**config.mk**
```make
export PLATFORM = sky130hd
export DESIGN_NAME = window_shift_array
export DESIGN_NICKNAME = d
export VERILOG_FILES = /design/src/window_pkg.sv /design/src/window_shift_array.sv
export VERILOG_INCLUDE_DIRS = /design/src /design/src/include
export SDC_FILE = /design/constraint.sdc
export NUM_CORES = 1
export LEC_CHECK = 0
export BUFFER_PORTS_ARGS = -buffer_cell sky130_fd_sc_hd__buf_4
export CORE_ASPECT_RATIO = 1.2
export CORE_MARGIN = 4
export CORE_UTILIZATION = 30
export CTS_CLUSTER_SIZE = 16
export DETAILED_ROUTE_END_ITERATION = 8
export PLACE_DENSITY_LB_ADDON = 0.2
export SLEW_MARGIN = 20
export SYNTH_ARGS = -nofsm -noshare
export SYNTH_HDL_FRONTEND = slang
export SYNTH_SLANG_ARGS = --single-unit
```
**constraint.sdc**
```tcl
create_clock -name clk_i -period 6.35 [get_ports clk_i]
set_input_delay 0.9525 -clock clk_i [delete_from_list [all_inputs] [get_ports clk_i]]
set_output_delay 0.9525 -clock clk_i [all_outputs]
set_load 0.02 [all_outputs]
```
**src/include/window_config.svh**
```systemverilog
// Image and window geometry for the window fetcher, included by the RTL and the testbench
`ifndef WINDOW_CONFIG_SVH
`define WINDOW_CONFIG_SVH

// **************************************************
// Basic parameters
// **************************************************
`define WF_PIXEL_W      8
`define WF_IMAGE_W      8
`define WF_IMAGE_H      6
`define WF_WIN_W        3
`define WF_WIN_H        3
`define WF_COL_OFFSET   0
`define WF_ROW_OFFSET   0
`define WF_BORDER_CONST 8'hA5

// **************************************************
// Derived centre constants
// **************************************************
`define WF_CENTER_COL   (((`WF_WIN_W - 1) / 2) + `WF_COL_OFFSET) // Centre tap inside the window
`define WF_CENTER_ROW   (((`WF_WIN_H - 1) / 2) + `WF_ROW_OFFSET)

// Distance from the centre to the newest tap
`define WF_REV_COL      ((`WF_WIN_W - 1) - `WF_CENTER_COL)
`define WF_REV_ROW      ((`WF_WIN_H - 1) - `WF_CENTER_ROW)

`define WF_START_COL    ((`WF_IMAGE_W - 1) - `WF_REV_COL) // Counter position out of reset
`define WF_START_ROW    ((`WF_IMAGE_H - 1) - `WF_REV_ROW)

`endif

```
**src/window_pkg.sv**
```systemverilog
// Shared pixel, coordinate and FSM state types, imported by every window fetcher module
`default_nettype none

`include "window_config.svh"

package window_pkg;

    // **************************************************
    // Data types
    // **************************************************

    // One image pixel
    typedef logic [`WF_PIXEL_W-1:0] pixel_t;

    // Image column or row of the window centre
    typedef logic [15:0] coord_t;

    // **************************************************
    // Prime FSM states
    // **************************************************
    typedef enum logic {
        PRIME,  // Window not yet filled
        STREAM  // Every push emits a window
    } prime_state_e;

endpackage

`default_nettype wire

```
**src/window_shift_array.sv**
```systemverilog
// Input register and window shift array fed by the line buffers, presented upright to the border stage
`timescale 1ns/1ps
`default_nettype none

`include "window_config.svh"

module window_shift_array (
    input  wire                     clk_i,
    input  wire                     rst_i,
    input  wire window_pkg::pixel_t data_i,
    input  wire                     valid_i,
    input  wire                     frame_start_i,
    input  wire window_pkg::pixel_t tap_i     [`WF_WIN_H-1],
    output logic                    push_o,
    output logic                    sof_o,
    output window_pkg::pixel_t      line_in_o [`WF_WIN_H-1],
    output window_pkg::pixel_t      window_o  [`WF_WIN_H][`WF_WIN_W]
);
    import window_pkg::*;

    pixel_t data_q;
    logic   push_q;
    logic   sof_q;

    // Column 0 holds the newest pixel of each row, row 0 the newest row
    pixel_t win_rev_q [`WF_WIN_H][`WF_WIN_W];

    // **************************************************
    // Input register
    // **************************************************
    always_ff @(posedge clk_i) begin
        if (rst_i) begin
            push_q <= 1'b0;
            sof_q  <= 1'b0;
        end else begin
            push_q <= valid_i;
            sof_q  <= valid_i && frame_start_i;
        end
    end

    always_ff @(posedge clk_i) begin
        data_q <= data_i;
    end

    assign push_o = push_q;
    assign sof_o  = sof_q;

    // **************************************************
    // Shift registers
    // **************************************************
    always_ff @(posedge clk_i) begin
        if (push_q) begin
            win_rev_q[0][0] <= data_q;
            for (int r = 1; r < `WF_WIN_H; r++) begin
                win_rev_q[r][0] <= tap_i[r-1]; // Older rows come out of the buffers
            end
            for (int r = 0; r < `WF_WIN_H; r++) begin
                for (int c = 1; c < `WF_WIN_W; c++) begin
                    win_rev_q[r][c] <= win_rev_q[r][c-1];
                end
            end
        end
    end

    // Each buffer stores what enters the newest column of its row
    assign line_in_o[0] = data_q;
    for (genvar b = 1; b < `WF_WIN_H - 1; b++) begin : g_line_in
        assign line_in_o[b] = tap_i[b-1];
    end

    // Flip both axes so that [0][0] is the top-left neighbour
    for (genvar r = 0; r < `WF_WIN_H; r++) begin : g_row
        for (genvar c = 0; c < `WF_WIN_W; c++) begin : g_col
            assign window_o[r][c] = win_rev_q[`WF_WIN_H-1-r][`WF_WIN_W-1-c];
        end
    end

endmodule

`default_nettype wire

```
==> flow_summary.yaml <==
worst_hold_path:
  timing.hold.worst.start: "data_q[5]"
  type_of_the_most_critical_hold_path: "reg -> reg"
sta:
  final-hold-violation-count: 0
  timing_max_transition_violations_final: 0
  grt_setup_unrepaired: "no"
  layout_min_cycle_time_ns: 2.52
  worst_margin_slew_ns: 0.949
  timing.slew.headroom: 0.367
  fin_crit_sh: 0.396
  tns_ns: 0
  setup_ws_ns: 3.83
  worst_clock_skew_on_the_final_layout_ns: 0.0101
  max_freq_mhz: 397
  finalSetupViolCount: 0
cts:
  cts.root.buffer_cell: "sky130_fd_sc_hd__clkbuf_8"
  clkSinkCount: 82
  tritoncts: "done"
  htree_levels: 3
  cts_post_setup_buffers_inserted: 0
  clkTransAtPathRegs_ns: 0.08
  number_of_buffers_inserted_for_hold_repair_after_clock_tree_synthesis: 0
  cts_resized: 0
  latest_clock_arrival_within_the_worst_skew_pair_ns: 0.34
  clock_tree.buffer_depth: 2
  numCtsBuffers: 9
detailed_routing:
  drc_errors: 0
  first_pass_detailed_route_iteration_total: 3
  wl_um: 4530
  avgRoutedWirePerCell_um: 14.7
  dr_total_vias: 1290
  drt-initial-drc-count: 42
  drt.antenna.violating_nets: 0
  post_drt_via_cell_ratio: 4.17
critical_path:
  cp.arrival_ns: 1.56
  slowest_delay_ns: 0.94
  reg2reg_to: "win_rev_q[2][21]"
  start_kind: "register"
  worstSetupPathType: "reg -> out"
  worstSetupEndpointType: "output pin"
  critPathLaunch: "push_o"
  timing.critical_path.cells: "buf_4"
  timing.critical_path.fanout_max: 73
  timing.critical_path.slowest_stage_cell: "sky130_fd_sc_hd__dfxtp_4"
  critical_path.endpoint: "push_o"
  critPathTopFamily: "flip-flops"
  worst-r2r-setup-slack_ns: 4.96
  number_of_buffer_and_inverter_stages_on_the_critical_path: 1
  worstRegToRegCells: 0
  cp.required_ns: 5.40
  cp.depth: 1
  launch_instance_of_the_worst_register_to_register_path: "push_o"
grt:
  grt_remaining_overflow: 0
  first_global_vias: 1306
  antenna_found_initial: 0
  globalRouteTotalUtil: 0.0944
  grt_max_degree: 74
  grt_pass1_wl_um: 6910
layout:
  layout.nets: 240
  drive_gt1_frac: 0.604
  areaGrowthSynthToFinish_pct: 45.2
  antenna_cells: 0
  layout.core_utilization: 0.454
  filler_cell_count: 701
logic_synthesis:
  synth_seq_cells: 82
  synth.net_count: 120
  synth_sequential_area_ratio: 0.969
  netlist_instances: 92
  yosys_warnings: 0
  synth.lib_cells_used.distinct: 5
  post_synth.cell_area_avg_um2: 26.5
  cell_area_after_synthesis_um2: 2440
placement:
  place_congestion: 0.659
  port_buffer_count: 117
  place_hpwl_um: 3190
  pre_cts_ws_ns: 4.12
power:
  p_per_area_nw_per_um2: 289
  vdd_ir_drop_max_mv: 0.129
  leakagePower_uw: 0.00141
outcome:
  outcome: "complete, no violations"
floorplanning:
  start_util: 0.313
  num_rows: 35
  die_height_um: 107
  die_x_um: 90.3
  num_io_pins: 118
  core_area_um2: 7790
  die_area_um2: 9640
job:
  drv_cap: 0
-- cell usage after synthesis (all sizes together) --
cell type | number | share of area
and3b | 1 | 0.0036
buf | 8 | 0.025
dfxtp | 10 | 0.082
edfxtp | 72 | 0.89
nor2b | 1 | 0.0026
-- flip-flops by register name, summed over array words and instances, names as in the netlist --
signal	cells
data_q	8
win_rev_q	72
push_o	1
sof_o	1
-- where the power goes --
part	switching [uW]	total [uW]	internal (uW)
clock network	173	315	142
registers	17.4	628	611
logic	41.8	80.3	38.6
-- cell type report --
class	instances	area, um2	share of cell area
clock buffer	12	135	0.0382
clock inverter	4	28.8	0.00813
multi-input combinational	2	15.0	0.00424
sequential	82	2370	0.669
tap	92	115	0.0325
timing repair buffer	117	878	0.248
-- how the worst min path moves through the flow --
stage	to	slack [ns]	cells after the start
detailed placement	win_rev_q[0][21]	0.42	0
CTS	win_rev_q[0][21]	0.44	0
finish	win_rev_q[0][21]	0.44	0
floorplan	win_rev_q[0][16]	0.55	0
global route	win_rev_q[0][22]	0.45	0
global placement	win_rev_q[0][22]	0.42	0
-- placed cells by master (no fill, tap or decap) --
master,synthesis,layout
sky130_fd_sc_hd__buf_4,8,117
sky130_fd_sc_hd__edfxtp_1,72,72
sky130_fd_sc_hd__clkbuf_8,0,9
sky130_fd_sc_hd__dfxtp_1,10,9
sky130_fd_sc_hd__clkbuf_1,0,3
sky130_fd_sc_hd__clkinvlp_4,0,2
sky130_fd_sc_hd__nor2b_1,1,1
sky130_fd_sc_hd__and3b_1,1,1
sky130_fd_sc_hd__clkinv_4,0,1
sky130_fd_sc_hd__clkinv_2,0,1
sky130_fd_sc_hd__dfxtp_4,0,1
-- cell families after synthesis --
logic type | after synthesis | synth area share
flip-flops | 82 | 0.969
AND/OR/NAND/NOR | 2 | 0.00616
buffers and inverters | 8 | 0.0246
-- routing by layer --
metal | vias to the layer above | share of wire | track usage | wire, um
li1 | 588 | - | - | -
met1 | 629 | 0.34 | 0.0910 | 1530
met2 | 68 | 0.55 | 0.163 | 2490
met3 | 5 | 0.10 | 0.0540 | 467
met4 | 0 | 0.0097 | 0.0427 | 44
met5 | - | 0 | 0 | 0
-- stage by stage --
step                cell area [um2]  total power, uW  hold slack (ns)  instances
CTS                            3540             1040            0.439        309
global placement               3370              722            0.419        293
detailed placement             3370              723            0.416        293
global route                   3540             1080            0.449        309
floorplan                      2440              674            0.551         92
finish                         3540             1020            0.436        309
Note: power is estimated with default switching activity, not from simulation.
