===== src/include/window_config.svh =====
// Image and window geometry for the window fetcher, included by the RTL and the testbench
`ifndef WINDOW_CONFIG_SVH
`define WINDOW_CONFIG_SVH

// **************************************************
// Basic parameters
// **************************************************
`define WF_PIXEL_W      8
`define WF_IMAGE_W      8
`define WF_IMAGE_H      6
`define WF_WIN_W        3
`define WF_WIN_H        3
`define WF_COL_OFFSET   0
`define WF_ROW_OFFSET   0
`define WF_BORDER_CONST 8'hA5

// **************************************************
// Derived centre constants
// **************************************************
`define WF_CENTER_COL   (((`WF_WIN_W - 1) / 2) + `WF_COL_OFFSET) // Centre tap inside the window
`define WF_CENTER_ROW   (((`WF_WIN_H - 1) / 2) + `WF_ROW_OFFSET)

// Distance from the centre to the newest tap
`define WF_REV_COL      ((`WF_WIN_W - 1) - `WF_CENTER_COL)
`define WF_REV_ROW      ((`WF_WIN_H - 1) - `WF_CENTER_ROW)

`define WF_START_COL    ((`WF_IMAGE_W - 1) - `WF_REV_COL) // Counter position out of reset
`define WF_START_ROW    ((`WF_IMAGE_H - 1) - `WF_REV_ROW)

`endif


===== src/window_pkg.sv =====
// Shared pixel, coordinate and FSM state types, imported by every window fetcher module
`default_nettype none

`include "window_config.svh"

package window_pkg;

    // **************************************************
    // Data types
    // **************************************************

    // One image pixel
    typedef logic [`WF_PIXEL_W-1:0] pixel_t;

    // Image column or row of the window centre
    typedef logic [15:0] coord_t;

    // **************************************************
    // Prime FSM states
    // **************************************************
    typedef enum logic {
        PRIME,  // Window not yet filled
        STREAM  // Every push emits a window
    } prime_state_e;

endpackage

`default_nettype wire


===== src/line_buffer.sv =====
// Circular row buffer that hands out, on each push, the pixel written one image row earlier
`timescale 1ns/1ps
`default_nettype none

module line_buffer #(
    parameter int DEPTH = 8
) (
    input  wire                   clk_i,
    input  wire                   rst_i,
    input  wire                   push_i,
    input  wire window_pkg::pixel_t data_i,
    output window_pkg::pixel_t    data_o
);
    import window_pkg::*;

    localparam int PtrW = (DEPTH > 1) ? $clog2(DEPTH) : 1;

    pixel_t          mem_q [DEPTH];
    logic [PtrW-1:0] ptr_q;
    logic [PtrW-1:0] ptr_next;

    assign ptr_next = (ptr_q == PtrW'(DEPTH - 1)) ? '0 : ptr_q + PtrW'(1);

    always_ff @(posedge clk_i) begin
        if (rst_i) begin
            ptr_q <= '0;
        end else if (push_i) begin
            ptr_q <= ptr_next;
        end
    end

    // Read the slot the next push overwrites, so the registered tap is a
    // full row old by the time the window consumes it
    always_ff @(posedge clk_i) begin
        if (push_i) begin
            mem_q[ptr_q] <= data_i;
            data_o       <= mem_q[ptr_next];
        end
    end

endmodule

`default_nettype wire


===== config.mk =====
export PLATFORM = sky130hd
export DESIGN_NAME = line_buffer
export DESIGN_NICKNAME = d
export VERILOG_FILES = /design/src/window_pkg.sv /design/src/line_buffer.sv
export VERILOG_INCLUDE_DIRS = /design/src /design/src/include
export SDC_FILE = /design/constraint.sdc
export NUM_CORES = 1
export LEC_CHECK = 0
export BUFFER_PORTS_ARGS = -buffer_cell sky130_fd_sc_hd__buf_4
export CORE_MARGIN = 3
export CORE_UTILIZATION = 25
export DETAILED_ROUTE_END_ITERATION = 16
export PLACE_DENSITY = 0.43
export SETUP_SLACK_MARGIN = 0.5
export SLEW_MARGIN = 20
export SYNTH_ARGS = -nofsm -noshare
export SYNTH_HDL_FRONTEND = slang
export SYNTH_SLANG_ARGS = --single-unit

===== constraint.sdc =====
create_clock -name clk_i -period 5.31 [get_ports clk_i]
set_clock_uncertainty 0.05 [all_clocks]
set_input_delay 0.531 -clock clk_i [delete_from_list [all_inputs] [get_ports clk_i]]
set_output_delay 0.531 -clock clk_i [all_outputs]
set_load 0.02 [all_outputs]

==> results of run 1 <==
worst register-to-register path, delay by kind of cell (launching register included):
kind	cells	cell delay [ns]
AOI/OAI and AO/OA	1	0.20
adders and majority gates	2	0.43
buffers and inverters	2	0.50
DFF	1	0.29
and+or+nand+nor	2	0.97
cell usage after synthesis:
cell type	count	area share (%)
a211oi_1	31	7.6
a211oi_2	1	0.41
buf_2	5	0.82
buf_4	3	0.74
buf_6	3	1.1
clkbuf_1	4	0.49
dfxtp_1	3	2.0
edfxtp_1	72	71
ha_1	2	0.82
mux2i_1	3	0.98
nand2_1	3	0.37
nand2b_1	5	1.0
nor2_1	9	1.1
nor2_4	1	0.37
nor3_1	2	0.33
nor4_2	8	3.3
o21a_1	32	7.8
or2_1	1	0.20
registers in the layout, indices dropped and copies added, names as in the netlist:
register and flops:
mem_q 64, data_o 8, ptr_q 3
power by group through the flow:
stage / clock, mW / combinational (mW) / sequential (mW)
after floorplan: 0 / 0.0699 / 0.704
after global routing: 0.623 / 0.135 / 0.683
final: 0.582 / 0.122 / 0.681
after CTS: 0.599 / 0.124 / 0.682
after global placement: 0 / 0.123 / 0.694
after detailed placement: 0 / 0.124 / 0.694
cell type report:
class                      instances  area, um^2  area share [%]
clock buffer                      11         233            6.47
tap                              143         179            4.98
sequential                        75        2220            61.8
timing repair buffer              22         165            4.59
clock inverter                     4        52.6            1.46
multi-input combinational         98         744            20.7
cell families after synthesis:
family | Yosys count
compound gates | 64
fa+ha+maj | 2
buf+inv | 15
flops | 75
mux | 3
simple gates | 29
final timing paths:
check	endpoint	cells past startpoint	startpoint	slack (ns)
worst min-delay path	ptr_q[1]	2	rst_i	0.33
worst min register to register	ptr_q[2]	2	ptr_q[2]	0.52
worst max register to register	data_o[2]	7	ptr_q[0]	2.69
worst max-delay path	data_o[2]	7	ptr_q[0]	2.69
per-layer routing:
| metal | routed length (um) | up-vias | track usage, % |
|---|---|---|---|
| met4 | 256 | 0 | 6.04 |
| met5 | 0 | - | 0 |
| met1 | 3130 | 788 | 14.0 |
| met2 | 2810 | 34 | 14.8 |
| li1 | - | 793 | - |
| met3 | 236 | 19 | 2.69 |
==> metrics, run 1 <==
Leak Pwr 1.13 nW; final std cells w/o fill 353; Synth Cell Area 3060 um^2; via count 1634; core area 11700 um^2; global route total overflow 0; fill count 1167; peak fanout along the critical path 40; Tot GR Track Use 10.3%; Worst path top cell family by delay simple AND/OR/NAND/NOR gates; simple-gate share of the synthesized area 6.66%; clk root buf clkbuf_16; Comb power frac 8.8%; Yosys warnings 0; CTS H-tree lvls 3; post-synthesis mux area share 0.980%; fmax 382 MHz; sw frac 21.9%; placed instance area 3310 um^2; # port buffers 18; Hold-fix buffers, CTS 0; setup TNS 0 ns; vias in the first global route 1711; area share of fa/ha/maj cells after synthesis 0.817%; syn_area_per_cell 16.3 um^2; total chip power 1.38 mW; Slew @ Worst Pin 1.04 ns; pre-CTS WS 2.67 ns; Placer Congestion 0.690; clk_lat worst skew 0.33 ns; first-pass GRT wire length 9850 um; relative slew slack 30.6%; flops & latches, synth 75; CP arrival 2.72 ns; most frequent cells in the layout 72 x edfxtp_1, 32 x o21a_1, 31 x a211oi_1, 22 x buf_4; Max Cap Viol 0; full die area 13600 um^2; crit path max-delay cell type nor2_4; final setup fails 0; Period minus WS final 2.62 ns; Setup Crit Path Kind flop to flop; Pint 1.08 mW; Max VDD drop 0.146 mV; Startpoint Class flop; setup ws final 2.69 ns; Post-Route Utilization 30.7%; WP buf/inv 2; Iteration-0 DRC Markers 78; Die Ht 117 um; Wirelength per Cell 18.2 um; Final nets 219; register area share after synthesis 72.5%; Post-Syn Instances 188; Post-DP HPWL 3930 um; commonest non-fill, non-tap cell in the layout edfxtp_1; CTS Buf Count 9; number of gates resized after cts 0; Synth Net Count 201; final instance area 3600 um^2; Cell Chain, Critical Path buf_4 -> ha_1 -> ha_1 -> buf_4 -> nor2_4 -> a211oi_1 -> nor4_2; post-route ant nets 0; Residual DRC 0; switching pwr 303 uW; Row Count 39; PD cells 385 nW/um^2; Compound-Gate Fraction of Synth Area 15.8%; WP data required 5.41 ns; layout cells sized above 1 21.4%; Placed Instances 338; I/O pins 19; unrepaired setup endpoints after global routing false; # Post-CTS Setup Buffers 0; final hold viol count 0; CTS tree yes; main combinational cell family by area after synthesis compound AO/OA/AOI/OAI gates; Yosys cell types 18; fin crit share 49.3%; Max Transition Viols Final 0; Reg power frac 49.2%; post-synthesis xor/xnor area fraction 0%; clk sink count 75; initial antenna violation count 0; drt first pass iters 4; worst hold slack 0.326 ns; Routed WL 6430 um; Via-to-Cell Ratio 4.63; outcome complete, no violations; worst hold path type input port to flop; Max stage delay on crit path 0.65 ns; clk slew on worst S/H paths 0.06 ns; Layout area overhead 17.4%; largest net degree at the start of global routing 41; clock network power share 42.0%; Die W 117 um; starting density of the core 26.2%; Inserted Diodes 0; crit end category flop; Bufs on Longest Clock Path 2
(Power assumes the default switching activity.)
==> inputs of run 2 (changes only) <==
--- a/config.mk
+++ b/config.mk
@@ -6,6 +6,7 @@
 export SDC_FILE = /design/constraint.sdc
 export NUM_CORES = 1
 export LEC_CHECK = 0
+export ABC_AREA = 1
 export BUFFER_PORTS_ARGS = -buffer_cell sky130_fd_sc_hd__buf_4
 export CORE_MARGIN = 3
 export CORE_UTILIZATION = 25
==> constraint.sdc (replaced) <==
create_clock -name clk_i -period 2.52 [get_ports clk_i]
set_clock_uncertainty 0.05 [all_clocks]
set_input_delay 0.252 -clock clk_i [delete_from_list [all_inputs] [get_ports clk_i]]
set_output_delay 0.252 -clock clk_i [all_outputs]
set_load 0.02 [all_outputs]
==> metrics, run 2 <==
outcome complete, no violations; Max Cap Viol 0; Bufs on Longest Clock Path 2; Setup Crit Path Kind flop to flop; pre-CTS WS 0.427 ns; WP data required 2.56 ns; Main synth FF type edfxtp_1; first-pass GRT wire length 11300 um; Startpoint Class flop; hold path cells 1; full die area 14300 um^2; setup TNS 0 ns; Synth area leader edfxtp_1; most common cell in the netlist nand2_1; Die Ht 120 um; commonest non-fill, non-tap cell in the layout nand2_1; Yosys warnings 0; Final nets 360; crit end category flop; number of flip-flops in the largest register 64; Layout area overhead 21.1%; relative slew slack 67.5%; CTS Buf Count 9; r2r endpoint data_o[6]; core area 12300 um^2; global route total overflow 0; Wirelength per Cell 14.1 um; Max Transition Viols Final 0; Post-DP HPWL 4730 um; peak fanout along the critical path 9; Hold-fix buffers, CTS 0; r2r setup slk 0.63 ns; Row Count 40; worst hold path type input port to flop; drt first pass iters 4; clk root buf clkbuf_16; Tot GR Track Use 10.7%; Area contributors post-synth edfxtp_1 67%, nand2_1 13%, inv_1 7.9%; Synth Net Count 329; clk slew on worst S/H paths 0.06 ns; Routed WL 7320 um; fmax 528 MHz; FF-to-FF path depth 5; fin crit share 75.1%; Via-to-Cell Ratio 4.03; top-area cell type share of the netlist area 67.0%; starting density of the core 26.2%; I/O pins 19; fill count 1325; Yosys cell types 15; unrepaired setup endpoints after global routing false; Largest regs mem_q (64), data_o (8), ptr_q (3); most frequent cells in the layout 110 x nand2_1, 72 x edfxtp_1, 68 x inv_1, 32 x nand3_1, 29 x buf_4; layout cells sized above 1 14.2%; Max stage delay on crit path 0.54 ns; PD cells 784 nW/um^2; register area share after synthesis 68.9%; clk_lat worst skew 0.33 ns; # Post-CTS Setup Buffers 0; largest net degree at the start of global routing 22; top cells by count, synth 110 x nand2_1, 72 x edfxtp_1, 68 x inv_1; initial antenna violation count 0; CP arrival 1.93 ns; largest register by flop count mem_q; Inserted Diodes 0; Iteration-0 DRC Markers 133; via count 2093; vias in the first global route 2048; Synth Cell Area 3230 um^2; Leak Pwr 1.73 nW; Placer Congestion 0.764; post-route ant nets 0; CTS H-tree lvls 3; Cell Chain, Critical Path ha_1 -> ha_1 -> clkinv_2 -> nand2_1 -> nand2_1; Period minus WS final 1.89 ns; Hold Crit Endpoint mem_q[1][4]; final hold viol count 0; Async SR Flop Fraction 0%; final setup fails 0; Die W 120 um; number of enable flip-flop cells after synthesis 72; setup ws final 0.627 ns; Max VDD drop 0.318 mV; clk sink count 75; Worst Hold Launch data_i[4]; Post-Syn Instances 316; flops & latches, synth 75; syn_area_per_cell 10.2 um^2; Slew @ Worst Pin 0.485 ns; crit path max-delay cell type ha_1; R2R Path Start ptr_q[0]; CTS tree yes; Residual DRC 0; # port buffers 18
run 2: changes by cell type after synthesis, moves of 3 or more:
cell / before / now
nand2_1: 3 / 110
inv_1: 0 / 68
nand3_1: 0 / 32
o21a_1: 32 / 0
a211oi_1: 31 / 0
nor4_2: 8 / 0
nand2b_1: 5 / 0
buf_4: 3 / 7
clkbuf_1: 4 / 0
a21oi_1: 0 / 3
buf_6: 3 / 0
mux2i_1: 3 / 0
o21ai_0: 0 / 3
run 2: routing by layer:
layer	track usage (%)	vias up	wire, um
met2	16.5	51	3290
met4	3.01	0	88
met1	14.6	984	3550
met3	3.30	9	387
met5	0	-	0
li1	-	1049	-
run 2: cells by family after synthesis:
kind of cell | synth area share [%]
adder cells (fa/ha/maj) | 0.775
flip-flops | 68.9
buffers and inverters | 10.4
AO/OA/AOI/OAI | 0.930
AND/OR/NAND/NOR | 19.1
run 2: power breakdown:
part / internal, mW / switching, mW / total, mW
logic: 0.115 / 0.224 / 0.340
registers: 1.43 / 0.0201 / 1.45
clock network: 0.767 / 0.508 / 1.27
total: 2.31 / 0.752 / 3.06
run 2: area by class of cell:
| type | instances | area (um^2) | area share (%) |
|---|---|---|---|
| clock buffer | 10 | 229 | 5.86 |
| clock inverter | 6 | 66.3 | 1.70 |
| inverter | 71 | 268 | 6.85 |
| multi-input combinational | 160 | 676 | 17.3 |
| sequential | 75 | 2220 | 56.9 |
| tap | 168 | 210 | 5.38 |
| timing repair buffer | 30 | 238 | 6.08 |
run 2: metrics by stage:
stage / instances / utilization, % / total power [mW] / cell area, um^2 / hold WS (ns)
finish: 520 / 31.7 / 3.06 / 3910 / 0.106
detailed placement: 504 / 29.3 / 1.82 / 3610 / 0.451
global placement: 504 / 29.3 / 1.82 / 3610 / 0.446
CTS: 520 / 31.7 / 3.10 / 3900 / 0.104
floorplan: 316 / - / 1.68 / 3230 / 0.291
global route: 520 / 31.7 / 3.19 / 3910 / 0.108
run 2: worst max path at each step:
stage	startpoint	end	slack, ns
finish	ptr_q[0]	data_o[6]	0.63
global route	ptr_q[0]	data_o[0]	0.50
CTS	ptr_q[0]	data_o[7]	0.61
detailed placement	ptr_q[0]	data_o[7]	0.43
global placement	ptr_q[0]	data_o[7]	0.40
floorplan	ptr_q[0]	data_o[0]	0.93
run 2: critical path, delay by kind of cell, from the launching register on:
family / cells / cell delay [ns]
AND/OR/NAND/NOR: 2 / 0.19
flip-flops: 1 / 0.36
buffers and inverters: 1 / 0.29
adder cells (fa/ha/maj): 2 / 0.76
run 2: what timing repair did:
item / 4_1_cts / 5_1_grt
hold endpoints to repair: 0 / 0
resized for setup: 1 / 1
cloned: 0 / 0
endpoints found under the setup margin: 8 / 3
==> inputs of run 3 (changes only) <==
--- a/config.mk
+++ b/config.mk
@@ -6,7 +6,7 @@
 export SDC_FILE = /design/constraint.sdc
 export NUM_CORES = 1
 export LEC_CHECK = 0
-export ABC_AREA = 1
+export ABC_AREA = 0
 export BUFFER_PORTS_ARGS = -buffer_cell sky130_fd_sc_hd__buf_4
 export CORE_MARGIN = 3
 export CORE_UTILIZATION = 25
==> constraint.sdc (replaced) <==
create_clock -name clk_i -period 1.81 [get_ports clk_i]
set_clock_uncertainty 0.05 [all_clocks]
set_input_delay 0.181 -clock clk_i [delete_from_list [all_inputs] [get_ports clk_i]]
set_output_delay 0.181 -clock clk_i [all_outputs]
set_load 0.02 [all_outputs]
==> metrics, run 3 (synthesis gave the netlist of run 1 again) <==
Via-to-Cell Ratio 4.80; most frequent cells in the layout 72 x edfxtp_1, 35 x buf_4, 32 x o21a_1, 27 x a211oi_2, 14 x buf_6; largest net degree at the start of global routing 40; peak fanout along the critical path 7; post-route ant nets 0; largest register by flop count mem_q; via count 1885; switching pwr 1.01 mW; sw frac 23.3%; fmax 586 MHz; number of flip-flops in the largest register 64; Iteration-0 DRC Markers 120; Reg power frac 46.0%; Die Ht 117 um; Startpoint Class flop; setup TNS 0 ns; starting density of the core 26.2%; PD cells 981 nW/um^2; setup ws final 0.103 ns; Period minus WS final 1.71 ns; Layout area overhead 44.7%; clk root buf clkbuf_16; outcome complete, no violations; crit end category flop; # port buffers 18; clk slew on worst S/H paths 0.06 ns; Row Count 39; Slew @ Worst Pin 0.234 ns; core area 11700 um^2; worst hold path type input port to flop; Final nets 259; Placer Congestion 0.685; Die W 117 um; first-pass GRT wire length 12000 um; vias in the first global route 1920; Leak Pwr 1.44 nW; initial antenna violation count 0; Post-Route Utilization 37.8%; clk sink count 75; CTS H-tree lvls 3; Post-DP HPWL 4710 um; placed instance area 3690 um^2; clock network power share 39.2%; clk_lat worst skew 0.33 ns; drt first pass iters 4; commonest non-fill, non-tap cell in the layout edfxtp_1; Inserted Diodes 0; Wirelength per Cell 21.8 um; global route total overflow 0; layout cells sized above 1 53.2%; fin crit share 94.3%; WP data required 1.92 ns; total chip power 4.35 mW; Pint 3.33 mW; CP arrival 1.81 ns; Setup Crit Path Kind flop to flop; Comb power frac 14.8%; Max VDD drop 0.505 mV; Largest regs mem_q (64), data_o (8), ptr_q (3); unrepaired setup endpoints after global routing true; final setup fails 0; Max Cap Viol 0; final hold viol count 0; Max Transition Viols Final 0; pre-CTS WS 0.0431 ns; CTS Buf Count 9; full die area 13600 um^2; Bufs on Longest Clock Path 2; final instance area 4430 um^2; Tot GR Track Use 12.6%; Routed WL 8560 um; Residual DRC 0; CTS tree yes; I/O pins 19; relative slew slack 84.4%
## run 3: cell count changes in the layout (fill, tap and decap cells not counted), moves of 4 or more
cell	change
a211oi_2	+27
a211oi_4	+5
buf_12	+4
buf_4	+6
buf_6	+14
inv_1	-68
nand2_1	-109
nand3_1	-32
nor2_1	-5
nor2_4	+7
nor4_2	+8
o21a_1	+32
## run 3: cell type report
type / instances / area, um^2
multi-input cells: 98 / 1050
fillers: 1113 / 7280
repair buffers: 62 / 693
clock inverters: 6 / 57.6
well taps: 143 / 179
flip-flops and latches: 75 / 2230
clock buffers: 9 / 225
## run 3: worst max-delay path, stage by stage (launching register included)
cell and delay (ns):
dfxtp_4 0.35, ha_4 0.16, ha_4 0.19, nor2_4 0.22, buf_12 0.16, buf_16 0.13, a211oi_2 0.06, nor4_2 0.21
## run 3: routing by layer
metal	GRT usage [%]	vias to the layer above	routed length (um)
li1	-	866	-
met1	17.3	972	4120
met2	19.6	42	4060
met3	3.47	5	337
met4	3.44	0	43
met5	0	-	0
## run 3: worst paths after layout
path	startpoint	end	slack, ns	cells past startpoint
worst min register to register	ptr_q[2]	ptr_q[2]	0.57	2
worst min-delay path	data_i[3]	mem_q[7][3]	0.03	1
worst max register to register	ptr_q[0]	data_o[7]	0.10	7
worst max-delay path	ptr_q[0]	data_o[7]	0.10	7
## run 3: per-stage QoR
stage | hold WS (ns) | cells
6_report | 0.0325 | 393
5_1_grt | 0.0326 | 393
4_1_cts | 0.0239 | 387
3_5_place_dp | 0.323 | 355
3_3_place_gp | 0.321 | 355
2_1_floorplan | 0.194 | 188
## run 3: timing repair
item / 4_1_cts / 5_1_grt
hold buffers: 1 / 0
endpoints found under the setup margin: 73 / 73
gates resized for setup: 24 / 12
hold endpoints to repair: 3 / 0
cloned: 2 / 3
pin swaps: 16 / 8
buffers inserted: 14 / 3
## run 3: power by group through the flow
| stage | clock, mW | combinational (mW) | sequential [mW] |
|---|---|---|---|
| 2_1_floorplan | 0 | 0.283 | 2.07 |
| 3_3_place_gp | 0 | 0.499 | 2.04 |
| 3_5_place_dp | 0 | 0.499 | 2.04 |
| 4_1_cts | 1.74 | 0.592 | 2.00 |
| 5_1_grt | 1.81 | 0.681 | 2.01 |
| 6_report | 1.70 | 0.642 | 2.00 |
