[src/include/window_config.svh]
// Image and window geometry for the window fetcher, included by the RTL and the testbench
`ifndef WINDOW_CONFIG_SVH
`define WINDOW_CONFIG_SVH

// **************************************************
// Basic parameters
// **************************************************
`define WF_PIXEL_W      8
`define WF_IMAGE_W      8
`define WF_IMAGE_H      6
`define WF_WIN_W        3
`define WF_WIN_H        3
`define WF_COL_OFFSET   0
`define WF_ROW_OFFSET   0
`define WF_BORDER_CONST 8'hA5

// **************************************************
// Derived centre constants
// **************************************************
`define WF_CENTER_COL   (((`WF_WIN_W - 1) / 2) + `WF_COL_OFFSET) // Centre tap inside the window
`define WF_CENTER_ROW   (((`WF_WIN_H - 1) / 2) + `WF_ROW_OFFSET)

// Distance from the centre to the newest tap
`define WF_REV_COL      ((`WF_WIN_W - 1) - `WF_CENTER_COL)
`define WF_REV_ROW      ((`WF_WIN_H - 1) - `WF_CENTER_ROW)

`define WF_START_COL    ((`WF_IMAGE_W - 1) - `WF_REV_COL) // Counter position out of reset
`define WF_START_ROW    ((`WF_IMAGE_H - 1) - `WF_REV_ROW)

`endif

[src/window_pkg.sv]
// Shared pixel, coordinate and FSM state types, imported by every window fetcher module
`default_nettype none

`include "window_config.svh"

package window_pkg;

    // **************************************************
    // Data types
    // **************************************************

    // One image pixel
    typedef logic [`WF_PIXEL_W-1:0] pixel_t;

    // Image column or row of the window centre
    typedef logic [15:0] coord_t;

    // **************************************************
    // Prime FSM states
    // **************************************************
    typedef enum logic {
        PRIME,  // Window not yet filled
        STREAM  // Every push emits a window
    } prime_state_e;

endpackage

`default_nettype wire

[src/center_position_counter.sv]
// Raster counter for the window centre position, advanced on each push and resynced by frame start
`timescale 1ns/1ps
`default_nettype none

`include "window_config.svh"

module center_position_counter (
    input  wire                   clk_i,
    input  wire                   rst_i,
    input  wire                   push_i,
    input  wire                   sof_i,
    output window_pkg::coord_t    col_o,
    output window_pkg::coord_t    row_o,
    output logic                  at_last_o
);
    import window_pkg::*;

    // Position that follows the start position, loaded on the first pixel of a frame
    localparam int SyncCol = (`WF_START_COL == `WF_IMAGE_W - 1) ? 0 : `WF_START_COL + 1;
    localparam int SyncRow = (`WF_START_COL != `WF_IMAGE_W - 1) ? `WF_START_ROW :
                             (`WF_START_ROW == `WF_IMAGE_H - 1) ? 0 : `WF_START_ROW + 1;

    coord_t col_q;
    coord_t row_q;
    coord_t col_d;
    coord_t row_d;
    logic   last_col;
    logic   last_row;

    assign last_col  = (col_q == coord_t'(`WF_IMAGE_W - 1));
    assign last_row  = (row_q == coord_t'(`WF_IMAGE_H - 1));
    assign at_last_o = last_col && last_row; // Centre sits on the last image pixel

    always_comb begin
        col_d = col_q;
        row_d = row_q;
        if (push_i) begin
            if (sof_i) begin
                col_d = coord_t'(SyncCol);  // Realign to the new frame
                row_d = coord_t'(SyncRow);
            end else if (last_col) begin
                col_d = '0;
                row_d = last_row ? '0 : row_q + 16'd1; // Wrap into the next frame
            end else begin
                col_d = col_q + 16'd1;
            end
        end
    end

    always_ff @(posedge clk_i) begin
        if (rst_i) begin
            col_q <= coord_t'(`WF_START_COL);
            row_q <= coord_t'(`WF_START_ROW);
        end else begin
            col_q <= col_d;
            row_q <= row_d;
        end
    end

    assign col_o = col_q;
    assign row_o = row_q;

endmodule

`default_nettype wire

[config.mk]
export PLATFORM = sky130hd
export DESIGN_NAME = center_position_counter
export DESIGN_NICKNAME = d
export VERILOG_FILES = /design/src/window_pkg.sv /design/src/center_position_counter.sv
export VERILOG_INCLUDE_DIRS = /design/src /design/src/include
export SDC_FILE = /design/constraint.sdc
export NUM_CORES = 1
export LEC_CHECK = 0
export CORE_MARGIN = 5
export CORE_UTILIZATION = 55
export CTS_BUF_LIST = sky130_fd_sc_hd__clkbuf_8 sky130_fd_sc_hd__clkbuf_16
export CTS_CLUSTER_SIZE = 25
export DETAILED_ROUTE_END_ITERATION = 10
export DONT_BUFFER_PORTS = 1
export GPL_TIMING_DRIVEN = 0
export PLACE_DENSITY = 0.81
export SLEW_MARGIN = 20
export SYNTH_ARGS = -nofsm -noshare
export SYNTH_HDL_FRONTEND = slang
export SYNTH_SLANG_ARGS = --single-unit
[constraint.sdc]
create_clock -name clk_i -period 3.07 [get_ports clk_i]
set_clock_uncertainty 0.05 [all_clocks]
set_input_delay 0 -clock clk_i [delete_from_list [all_inputs] [get_ports clk_i]]
set_output_delay 0 -clock clk_i [all_outputs]
set_load 0.02 [all_outputs]
==> results of run 1 <==
[sequential cells by signal (all words and copies together), names as in the netlist]
signal and flops:
col_o 16, row_o 16
[cell usage in the layout, fill, tap and decap left out, types with 2 or more instances in the layout]
cell type / instances
a2111oi_0: 2
a211oi_1: 2
a21o_1: 6
a21oi_1: 4
and2_1: 2
and3_1: 5
buf_2: 5
clkbuf_8: 6
dfxtp_1: 32
dlygate4sd3_1: 2
ha_1: 3
inv_1: 9
nand2_1: 10
nand3_1: 7
nand4_1: 12
nor2_1: 27
nor3_1: 13
nor3b_1: 4
nor4_1: 5
nor4b_1: 3
nor4b_4: 2
o21ai_0: 12
o22ai_1: 2
xnor2_1: 7
xor2_1: 7
[per-stage QoR]
step / setup slack [ns] / instances
after global routing: 0.526 / 241
after CTS: 0.697 / 241
after detailed placement: 0.711 / 231
final: 0.704 / 241
after global placement: 0.766 / 231
after floorplan: 0.979 / 198
[layer usage]
metal | track usage [%] | routed length, um | vias up
met3 | 9.40 | 496 | 15
met5 | 0 | 0 | -
met1 | 22.0 | 1680 | 723
li1 | - | - | 742
met4 | 10.1 | 91 | 0
met2 | 33.4 | 1970 | 81
[timing repair]
action,4_1_cts,5_1_grt
buffers inserted,0,0
endpoints found under the hold margin,7,0
hold buffers,2,0
[worst reg2reg max path, cell delays in order (launching register included)]
cell	delay [ns]
dfxtp_1	0.52
ha_1	0.28
nor4b_4	0.25
nand4_1	0.18
nand3_1	0.21
buf_2	0.27
buf_1	0.38
nor2_1	0.10
[cell families after synthesis]
logic type,count (synthesis),synth area share [%]
compound gates,37,15.1
xor+xnor,14,7.23
flops,32,37.8
fa+ha+maj,3,2.21
simple gates,98,33.8
buf+inv,14,3.91
[worst max path at each step]
stage | end | cells after the start | start
2_1_floorplan | row_o[8]$_SDFFE_PP0P_ | 6 | col_o[0]$_SDFFE_PP0P_
3_3_place_gp | col_o[10]$_SDFFE_PP0P_ | 7 | col_o[0]$_SDFFE_PP0P_
3_5_place_dp | col_o[7]$_SDFFE_PP0P_ | 7 | col_o[0]$_SDFFE_PP0P_
4_1_cts | col_o[7]$_SDFFE_PP0P_ | 7 | col_o[0]$_SDFFE_PP0P_
5_1_grt | col_o[13]$_SDFFE_PP0P_ | 7 | col_o[0]$_SDFFE_PP0P_
6_report | col_o[13]$_SDFFE_PP0P_ | 7 | col_o[0]$_SDFFE_PP0P_
[power breakdown]
group | switching, mW | internal, mW | leakage (nW)
Combinational | 0.0454 | 0.0280 | 0.406
Clock | 0.156 | 0.176 | 0.0538
Sequential | 0.0187 | 0.422 | 0.259
[layout make-up]
cell class,count,area [um^2]
clock inverter,2,7.51
clock buffer,6,82.6
sequential,32,641
buffer,7,40.0
tap,33,41.3
fill,255,1150
multi-input combinational,152,990
inverter,7,26.3
timing repair buffer,2,20.0
==> qor.json, run 1 <==
{
  "cts_resized": 0,
  "launch_instance_of_the_worst_register_to_register_path": "col_o[0]$_SDFFE_PP0P_",
  "synth_async_sr_flop_share_pct": 0,
  "synth_area_leaders": "dfxtp_1 (38%), nor2_1 (6.0%), nand4_1 (4.4%), nor3_1 (3.8%), xnor2_1 (3.6%)",
  "min_period_ns": 2.37,
  "fin_nets": 214,
  "number_of_cells_on_the_worst_hold_path": 3,
  "fin_setup_tns_ns": 0,
  "grt_pass1_vias": 1499,
  "synthesized_area_divided_by_synthesized_cell_count_um2": 8.57,
  "net_count_of_the_mapped_netlist": 205,
  "cts_max_path_buffers": 2,
  "dp_hpwl_mm": 3.06,
  "netlist.area_leader.share_pct": 37.8,
  "grt_pass1_wl_mm": 6.67,
  "min-delay-path-class": "in -> reg",
  "diodes": 0,
  "die_width_um": 65.5,
  "synth_cells": 198,
  "routed_wire_length_per_instance_um": 17.6,
  "detail_route.iter0.violations": 77,
  "firstDrtPassIters": 4,
  "max_stage_delay_ns": 0.52,
  "total_routed_length_mm": 4.23,
  "path_clk_slew_ns": 0.07,
  "total_power_mw": 0.845,
  "setup.worst_path.end_class": "register",
  "cp.required_ns": 3.18,
  "worst_hold_path.endpoint": "row_o[8]$_SDFFE_PP0P_",
  "fmax_mhz": 423,
  "worst_pin_slew_ns": 0.574,
  "slew_headroom_pct": 60.7,
  "dieHeight_um": 65.5,
  "antenna_found_initial": 0,
  "timing.reg2reg.setup_slack_ns": 0.70,
  "hold_violations": 0,
  "synth-seq-area-share_pct": 37.8,
  "postRouteAntennaNets": 0,
  "reg2reg_to": "col_o[13]$_SDFFE_PP0P_",
  "fin_util_pct": 61.5,
  "placement.cell_area_um2": 1740,
  "cts.htree.levels": 2,
  "p_leak_nw": 0.718,
  "final_worst_path_period_share_pct": 77.1,
  "crit_family": "simple AND/OR/NAND/NOR gates",
  "synth.ff_latch_count": 32,
  "global_route_total_overflow": 0,
  "netlist.top_cell.by_area": "dfxtp_1",
  "cts.root.buffer_cell": "clkbuf_8",
  "timing.critical_path.slowest_stage_cell": "dfxtp_1",
  "ys_types": 42,
  "timing.critical_path.cells": "ha_1 > nor4b_4 > nand4_1 > nand3_1 > buf_2 > buf_1 > nor2_1",
  "grt_start_max_net_pins": 11,
  "netlist_top_cells_count": "dfxtp_1 (32), nor2_1 (27), nor3_1 (13)",
  "yosysWarningCount": 0,
  "synth-edff-count": 0,
  "outcome": "finished clean",
  "clock_insertion_delay_worst_skew_ns": 0.29,
  "core-area_um2": 3000,
  "peakVddDrop_v": 0.000262,
  "finish.instance_area_um2": 1850,
  "routed-via-count": 1561,
  "cts_tree": "built",
  "arrival_ns": 2.48,
  "layout-area-overhead-vs-synth_pct": 8.92,
  "grtUsageTotal_pct": 20.4,
  "p_per_area_nw_per_um2": 457,
  "drc": 0,
  "worstPathMaxFanout": 10,
  "post_synth_instance_area_um2": 1700,
  "yosys_most_used_dff": "dfxtp_1",
  "criticalPathCategory": "reg -> reg",
  "dieArea_um2": 4300,
  "ioPinCount": 37,
  "portBuffers": 0,
  "rsz0062_at_grt": "no",
  "synthMostInstantiatedCell": "dfxtp_1",
  "maxSlewViolCount": 0,
  "maxCapViolCount": 0,
  "setup_viol": 0,
  "min-delay-start": "rst_i",
  "drive_gt1_share_pct": 10.1,
  "numClockSinks": 32,
  "cts_inserted_buffers": 5,
  "initial_utilization_pct": 56.5,
  "hold_slack_ns": 0.00530,
  "globalplace.congestion": 0.898,
  "worstPathBufferInverterCount": 2,
  "route.detailed.vias_per_inst": 6.48,
  "reg2regPathDepth": 7,
  "worst_setup_path_start_kind": "register",
  "row_count": 20
}
(Power assumes the default switching activity.)
==> run 2: changes to the inputs <==
--- a/config.mk
+++ b/config.mk
@@ -13,7 +13,7 @@
 export DETAILED_ROUTE_END_ITERATION = 10
 export DONT_BUFFER_PORTS = 1
 export GPL_TIMING_DRIVEN = 0
-export PLACE_DENSITY = 0.81
+export PLACE_DENSITY = 0.84
 export SLEW_MARGIN = 20
 export SYNTH_ARGS = -nofsm -noshare
 export SYNTH_HDL_FRONTEND = slang
==> constraint.sdc (replaced) <==
create_clock -name clk_i -period 2 [get_ports clk_i]
set_clock_uncertainty 0.05 [all_clocks]
set_input_delay 0 -clock clk_i [delete_from_list [all_inputs] [get_ports clk_i]]
set_output_delay 0 -clock clk_i [all_outputs]
set_load 0.02 [all_outputs]
==> run 2 against run 1 <==
The flow now finishes with violations (negative setup slack); setup slack got worse by 0.82 ns; design area increased by 15%; die area is the same; flip-flop and latch count is the same.
==> qor.json, run 2 (synthesis gave the netlist of run 1 again) <==
{
  "outcome": "finished, violations left",
  "violated_checks": "negative setup slack",
  "timing.reg2reg.setup_slack": {"value": -0.12, "unit": "ns", "change": "-0.82 ns"},
  "global_route_total_overflow": {"value": 0, "change": "unchanged"},
  "globalplace.congestion": {"value": 0.873, "change": "-2.8%"},
  "regArea": {"value": 663, "unit": "um^2", "change": "+3.5%"},
  "initial_utilization": {"value": 56.5, "unit": "%", "change": "unchanged"},
  "power.combinational.fraction": {"value": 10.9, "unit": "%", "change": "+2.2 points"},
  "drive_gt1_share": {"value": 29.9, "unit": "%", "change": "+20 points"},
  "postLayoutSetupSlackWorst": {"value": -0.117, "unit": "ns", "change": "-0.821 ns"},
  "clock_insertion_delay_worst_skew": {"value": 0.29, "unit": "ns", "change": "about the same"},
  "p_per_area": {"value": 686, "unit": "nW/um^2", "change": "+50%"},
  "p_leak": {"value": 0.825, "unit": "nW", "change": "+15%"},
  "pwr-share-clk": {"value": 42.7, "unit": "%", "change": "+3.5 points"},
  "slew_headroom": {"value": 64.4, "unit": "%", "change": "+3.7 points"},
  "maxCapViolCount": {"value": 0, "change": "unchanged"},
  "fin_nets": {"value": 227, "change": "+6.1%"},
  "hold_violations": {"value": 0, "change": "unchanged"},
  "route.detailed.vias_per_inst": {"value": 6.56, "change": "+1.3%"},
  "setup.worst_path.end_class": "register",
  "hold_slack": {"value": 0.0387, "unit": "ns", "change": "+0.0334 ns"},
  "layout-area-overhead-vs-synth_pct": 25.4,
  "detail_route.iter0.violations": {"value": 180, "change": "+130%"},
  "number_of_cells_on_the_worst_hold_path": {"value": 3, "change": "unchanged"},
  "firstDrtPassIters": {"value": 4, "change": "unchanged"},
  "drc": {"value": 0, "change": "unchanged"},
  "cp-startpoint": "row_o[8]$_SDFFE_PP0P_",
  "internal_power_consumption": {"value": 1.09, "unit": "mW", "change": "+74%"},
  "min_period": {"value": 2.12, "unit": "ns", "change": "-0.249 ns"},
  "peakVddDrop": {"value": 0.000501, "unit": "V", "change": "+92%"},
  "cts_tree": "built",
  "grt_start_max_net_pins": {"value": 12, "change": "+1"},
  "cts.root.buffer_cell": "clkbuf_8",
  "worstPathMaxFanout": {"value": 8, "change": "-2"},
  "reg2reg_to": "row_o[8]$_SDFFE_PP0P_",
  "fmax": {"value": 472, "unit": "MHz", "change": "+12%"},
  "filler_cell_count": {"value": 209, "change": "-18%"},
  "path_clk_slew": {"value": 0.07, "unit": "ns", "change": "about the same"},
  "cts_max_path_buffers": {"value": 2, "change": "unchanged"},
  "antenna_found_initial": {"value": 0, "change": "unchanged"},
  "die_width": {"value": 65.5, "unit": "um", "change": "unchanged"},
  "core-area": {"value": 3000, "unit": "um^2", "change": "unchanged"},
  "rsz0062_at_grt": "yes",
  "launch_instance_of_the_worst_register_to_register_path": "row_o[8]$_SDFFE_PP0P_",
  "setup_viol": {"value": 7, "change": "+7"},
  "final_common_cell": "nor2_1",
  "cp.required": {"value": 2.14, "unit": "ns", "change": "-1.04 ns"},
  "min-delay-start": "sof_i",
  "cts.htree.levels": {"value": 2, "change": "unchanged"},
  "grtUsageTotal": {"value": 21.5, "unit": "%", "change": "+1.1 points"},
  "total_power": {"value": 1.46, "unit": "mW", "change": "+73%"},
  "portBuffers": {"value": 0, "change": "unchanged"},
  "numClockSinks": {"value": 32, "change": "unchanged"},
  "seq_power_share": {"value": 46.4, "unit": "%", "change": "-5.7 points"},
  "reg2regPathDepth": {"value": 5, "change": "-2"},
  "criticalPathCategory": "reg -> reg",
  "routed-via-count": {"value": 1667, "change": "+6.8%"},
  "worst_hold_path.endpoint": "col_o[0]$_SDFFE_PP0P_",
  "power.net_switching": {"value": 0.374, "unit": "mW", "change": "+70%"},
  "routed_wire_length_per_instance": {"value": 18.9, "unit": "um", "change": "+7.4%"},
  "mostFrequentLayoutCells": "nor2_1 (27), dfxtp_1 (22), buf_4 (12), nor3_1 (12), nand4_1 (12)",
  "ioPinCount": {"value": 37, "change": "unchanged"},
  "cts_inserted_buffers": {"value": 5, "change": "unchanged"},
  "final_worst_path_period_share": {"value": 106, "unit": "%", "change": "+29 points"},
  "dieArea": {"value": 4300, "unit": "um^2", "change": "unchanged"},
  "total_routed_length": {"value": 4.79, "unit": "mm", "change": "+13%"},
  "min-delay-path-class": "in -> reg",
  "dieHeight": {"value": 65.5, "unit": "um", "change": "unchanged"},
  "row_count": {"value": 20, "change": "unchanged"},
  "diodes": {"value": 0, "change": "unchanged"},
  "worst_pin_slew": {"value": 0.530, "unit": "ns", "change": "-0.0440 ns"},
  "maxSlewViolCount": {"value": 0, "change": "unchanged"},
  "sw_share": {"value": 25.6, "unit": "%", "change": "-0.41 points"},
  "dp_hpwl": {"value": 2.82, "unit": "mm", "change": "-7.7%"},
  "worst_setup_path_start_kind": "register",
  "postRouteAntennaNets": {"value": 0, "change": "unchanged"},
  "arrival": {"value": 2.26, "unit": "ns", "change": "-0.22 ns"},
  "grt_pass1_wl": {"value": 7.15, "unit": "mm", "change": "+7.1%"},
  "grt_pass1_vias": {"value": 1542, "change": "+2.9%"},
  "multi_input_area": {"value": 1110, "unit": "um^2", "change": "+12%"}
}
==> run 2: cell count changes in the layout (fill, tap and decap cells not counted), moves of 3 or more <==
cell     before  now
buf_4         0   12
inv_1         9    6
dfxtp_1      32   22
nor4b_1       3    0
nor3b_2       0    3
nor3b_1       4    1
dfxtp_4       0    4
dfxtp_2       0    6
==> run 2: layout make-up <==
| class | instances | area share, % |
|---|---|---|
| well taps | 33 | 1.94 |
| clock inverters | 3 | 2.00 |
| multi-input cells | 152 | 52.3 |
| clock buffers | 5 | 3.23 |
| flip-flops and latches | 32 | 31.2 |
| repair buffers | 15 | 5.88 |
| plain buffers | 7 | 2.29 |
| inverters | 7 | 1.23 |
==> run 2: how the worst max path moves through the flow <==
stage | slack [ns] | to
detailed placement | -0.23 | col_o[10]$_SDFFE_PP0P_
floorplan | 0.02 | row_o[8]$_SDFFE_PP0P_
global placement | -0.21 | row_o[7]$_SDFFE_PP0P_
CTS | -0.02 | row_o[8]$_SDFFE_PP0P_
global route | -0.17 | row_o[12]$_SDFFE_PP0P_
finish | -0.12 | row_o[8]$_SDFFE_PP0P_
==> run 2: critical path, stage by stage, from the launching register on <==
cell and delay, ns:
dfxtp_1 0.66, nor4_2 0.13, a41o_1 0.30, or4_4 0.45
buf_6 0.16, o41ai_2 0.28
==> run 2: power by group through the flow <==
stage | registers, mW | logic [mW] | clock network, mW
after CTS | 0.677 | 0.136 | 0.629
after global placement | 0.690 | 0.102 | 0
after detailed placement | 0.690 | 0.105 | 0
final | 0.678 | 0.160 | 0.623
after floorplan | 0.686 | 0.0836 | 0
after global routing | 0.679 | 0.171 | 0.666
==> run 2: metal layers <==
metal  vias up  global-route usage (%)  share of wire (%)
li1        775                       -                  -
met1       798                    25.9                 39
met2        83                    33.9                 48
met3        11                    8.21                 11
met4         0                    9.33                1.6
met5         -                       0                  0
==> run 2: per-stage QoR <==
stage / instance area (um^2) / instances / setup slack [ns] / util, % / setup TNS, ns
global placement: 1740 / 231 / -0.213 / 58.0 / -4.07
detailed placement: 1740 / 231 / -0.230 / 58.0 / -4.28
floorplan: 1700 / 198 / 0.0162 / - / 0
CTS: 2030 / 252 / -0.0181 / 67.7 / -0.0497
finish: 2130 / 254 / -0.117 / 70.9 / -0.478
global route: 2130 / 254 / -0.168 / 70.9 / -1.34
==> run 2: timing repair <==
action / in CTS / in global routing
resized for setup: 24 / 19
pin swaps: 5 / 9
hold endpoints to repair: 9 / 0
setup endpoints to repair: 25 / 25
hold buffers: 2 / 0
cloned: 1 / 0
setup buffers: 10 / 2
==> run 3: changes to the inputs <==
--- a/config.mk
+++ b/config.mk
@@ -14,6 +14,7 @@
 export DONT_BUFFER_PORTS = 1
 export GPL_TIMING_DRIVEN = 0
 export PLACE_DENSITY = 0.84
+export SETUP_SLACK_MARGIN = 0.3
 export SLEW_MARGIN = 20
 export SYNTH_ARGS = -nofsm -noshare
 export SYNTH_HDL_FRONTEND = slang
==> run 3 against run 2 <==
Highest routed layer unchanged; core utilization up 7.6 points; design area up 11%; power up 2.8%; critical path depth up 1; setup slack worse by 0.024 ns; routed wire length up 11%; maximum frequency down 1.1%; the flow still finishes with violations (negative setup slack); hold slack worse by 0.019 ns; flip-flop and latch count unchanged; die area unchanged; largest cell class unchanged.
==> qor.json, run 3 (synthesis gave the netlist of run 1 again) <==
{
  "number_of_cells_on_the_worst_hold_path": {"value": 3, "change": "unchanged"},
  "clock_insertion_delay_worst_skew": {"value": 0.29, "unit": "ns", "change": "about the same"},
  "routed_wire_length_per_instance": {"value": 20.8, "unit": "um", "change": "+10%"},
  "peakVddDrop": {"value": 0.000581, "unit": "V", "change": "+16%"},
  "final_worst_path_period_share": {"value": 107, "unit": "%", "change": "+1.2 points"},
  "setup.worst_path.end_class": "register",
  "violated_checks": "negative setup slack",
  "dieHeight": {"value": 65.5, "unit": "um", "change": "unchanged"},
  "criticalPathCategory": "reg -> reg",
  "postRouteAntennaNets": {"value": 0, "change": "unchanged"},
  "arrival": {"value": 2.27, "unit": "ns", "change": "about the same"},
  "filler_cell_count": {"value": 178, "change": "-15%"},
  "global_route_total_overflow": {"value": 0, "change": "unchanged"},
  "maxSlewViolCount": {"value": 0, "change": "unchanged"},
  "path_clk_slew": {"value": 0.07, "unit": "ns", "change": "about the same"},
  "rsz0062_at_grt": "yes",
  "min-delay-path-class": "in -> reg",
  "cts.root.buffer_cell": "clkbuf_8",
  "diodes": {"value": 0, "change": "unchanged"},
  "finish.instance_area": {"value": 2360, "unit": "um^2", "change": "+11%"},
  "reg2regPathDepth": {"value": 6, "change": "+1"},
  "antenna_found_initial": {"value": 0, "change": "unchanged"},
  "total_power": {"value": 1.50, "unit": "mW", "change": "+2.8%"},
  "grtUsageTotal": {"value": 23.3, "unit": "%", "change": "+1.8 points"},
  "maxCapViolCount": {"value": 0, "change": "unchanged"},
  "total_routed_length": {"value": 5.34, "unit": "mm", "change": "+11%"},
  "worst_pin_slew": {"value": 0.443, "unit": "ns", "change": "-0.0877 ns"},
  "p_leak": {"value": 0.902, "unit": "nW", "change": "+9.3%"},
  "fmax": {"value": 467, "unit": "MHz", "change": "-1.1%"},
  "p_per_area": {"value": 638, "unit": "nW/um^2", "change": "-7.1%"},
  "dieArea": {"value": 4300, "unit": "um^2", "change": "unchanged"},
  "cp.required": {"value": 2.13, "unit": "ns", "change": "about the same"},
  "min_period": {"value": 2.14, "unit": "ns", "change": "+0.0241 ns"},
  "worstPathMaxFanout": {"value": 5, "change": "-3"},
  "layout-area-overhead-vs-synth_pct": 38.9,
  "cts_max_path_buffers": {"value": 2, "change": "unchanged"},
  "detail_route.iter0.violations": {"value": 153, "change": "-15%"},
  "drc": {"value": 0, "change": "unchanged"},
  "cts.htree.levels": {"value": 2, "change": "unchanged"},
  "final_cells": {"value": 257, "change": "+1.2%"},
  "fin_setup_tns": {"value": -0.965, "unit": "ns", "change": "-0.486 ns"},
  "die_width": {"value": 65.5, "unit": "um", "change": "unchanged"},
  "initial_utilization": {"value": 56.5, "unit": "%", "change": "unchanged"},
  "postLayoutSetupSlackWorst": {"value": -0.141, "unit": "ns", "change": "-0.0241 ns"},
  "mostFrequentLayoutCells": "dfxtp_2 (20), nor2_1 (16), nor3_1 (12), nand4_1 (12)",
  "cts_inserted_buffers": {"value": 5, "change": "unchanged"},
  "launch_instance_of_the_worst_register_to_register_path": "col_o[0]$_SDFFE_PP0P_",
  "firstDrtPassIters": {"value": 4, "change": "unchanged"},
  "grt_start_max_net_pins": {"value": 11, "change": "-1"},
  "row_count": {"value": 20, "change": "unchanged"},
  "routed-via-count": {"value": 1732, "change": "+3.9%"},
  "grt_pass1_wl": {"value": 7.64, "unit": "mm", "change": "+6.9%"},
  "drive_gt1_share": {"value": 42.4, "unit": "%", "change": "+13 points"},
  "cp-startpoint": "col_o[0]$_SDFFE_PP0P_",
  "cts_tree": "built",
  "grt_pass1_vias": {"value": 1503, "change": "-2.5%"},
  "ioPinCount": {"value": 37, "change": "unchanged"},
  "dp_cells": {"value": 231, "change": "unchanged"},
  "slew_headroom": {"value": 70.3, "unit": "%", "change": "+5.9 points"},
  "fin_nets": {"value": 230, "change": "+1.3%"},
  "final_common_cell": "dfxtp_2",
  "route.detailed.vias_per_inst": {"value": 6.74, "change": "+2.7%"},
  "hold_violations": {"value": 0, "change": "unchanged"},
  "setup_viol": {"value": 11, "change": "+4"},
  "numClockSinks": {"value": 32, "change": "unchanged"},
  "placement.cell_area": {"value": 1820, "unit": "um^2", "change": "+4.3%"},
  "outcome": "finished, violations left",
  "globalplace.congestion": {"value": 0.905, "change": "+3.6%"},
  "min-delay-start": "rst_i",
  "dp_hpwl": {"value": 3.01, "unit": "mm", "change": "+6.8%"},
  "worst_setup_path_start_kind": "register",
  "core-area": {"value": 3000, "unit": "um^2", "change": "unchanged"},
  "portBuffers": {"value": 0, "change": "unchanged"}
}
-- run 3: critical path, cell delays in order, from the launching register on --
cell and delay (ns):
dfxtp_4 0.42, ha_4 0.15, nor4b_4 0.22, nand4_1 0.19, or4_4 0.57, buf_8 0.17
o41ai_4 0.26
-- run 3: final timing paths --
check                          endpoint  slack (ns)
setup / recovery  row_o[8]$_SDFFE_PP0P_       -0.14
hold / removal    row_o[1]$_SDFFE_PP0P_        0.02
setup reg to reg  row_o[8]$_SDFFE_PP0P_       -0.14
hold reg to reg   row_o[0]$_SDFFE_PP0P_        0.50
-- run 3: timing repair --
item	CTS	global route
hold buffers	2	0
endpoints found under the setup margin	30	30
resized for setup	41	30
hold endpoints to repair	8	0
pin swaps	9	8
gates cloned	1	2
buffers inserted	5	8
-- run 3: metal layers --
metal / vias up / share of wire, % / GRT usage, % / wire [um]
met5: - / 0 / 0 / 0
met4: 0 / 1.6 / 9.33 / 87
met3: 12 / 8.7 / 6.15 / 464
met2: 87 / 48 / 37.2 / 2550
met1: 848 / 42 / 29.8 / 2230
li1: 785 / - / - / -
-- run 3: final cells by class --
cell class	instances	area (um^2)	area share, %
Buffer	7	75.1	3.19
Multi-Input combinational cell	152	1210	51.2
Sequential cell	32	681	28.9
Timing Repair Buffer	18	218	9.24
Tap cell	33	41.3	1.75
Inverter	7	26.3	1.12
Clock inverter	3	38.8	1.65
Clock buffer	5	68.8	2.92
-- run 3: power by group --
group / internal (mW) / total [mW] / switching, mW
sequential: 0.645 / 0.678 / 0.0332
clock: 0.364 / 0.606 / 0.241
combinational: 0.108 / 0.218 / 0.110
-- run 3: through the flow --
step	worst slack [ns]	util, %	hold slack (ns)
6_report	-0.141	78.5	0.0200
4_1_cts	-0.0433	71.3	0.0100
3_3_place_gp	-0.0206	60.5	0.0118
3_5_place_dp	-0.0345	60.5	0.0129
2_1_floorplan	0.115	-	0.00936
5_1_grt	-0.215	78.5	0.0104
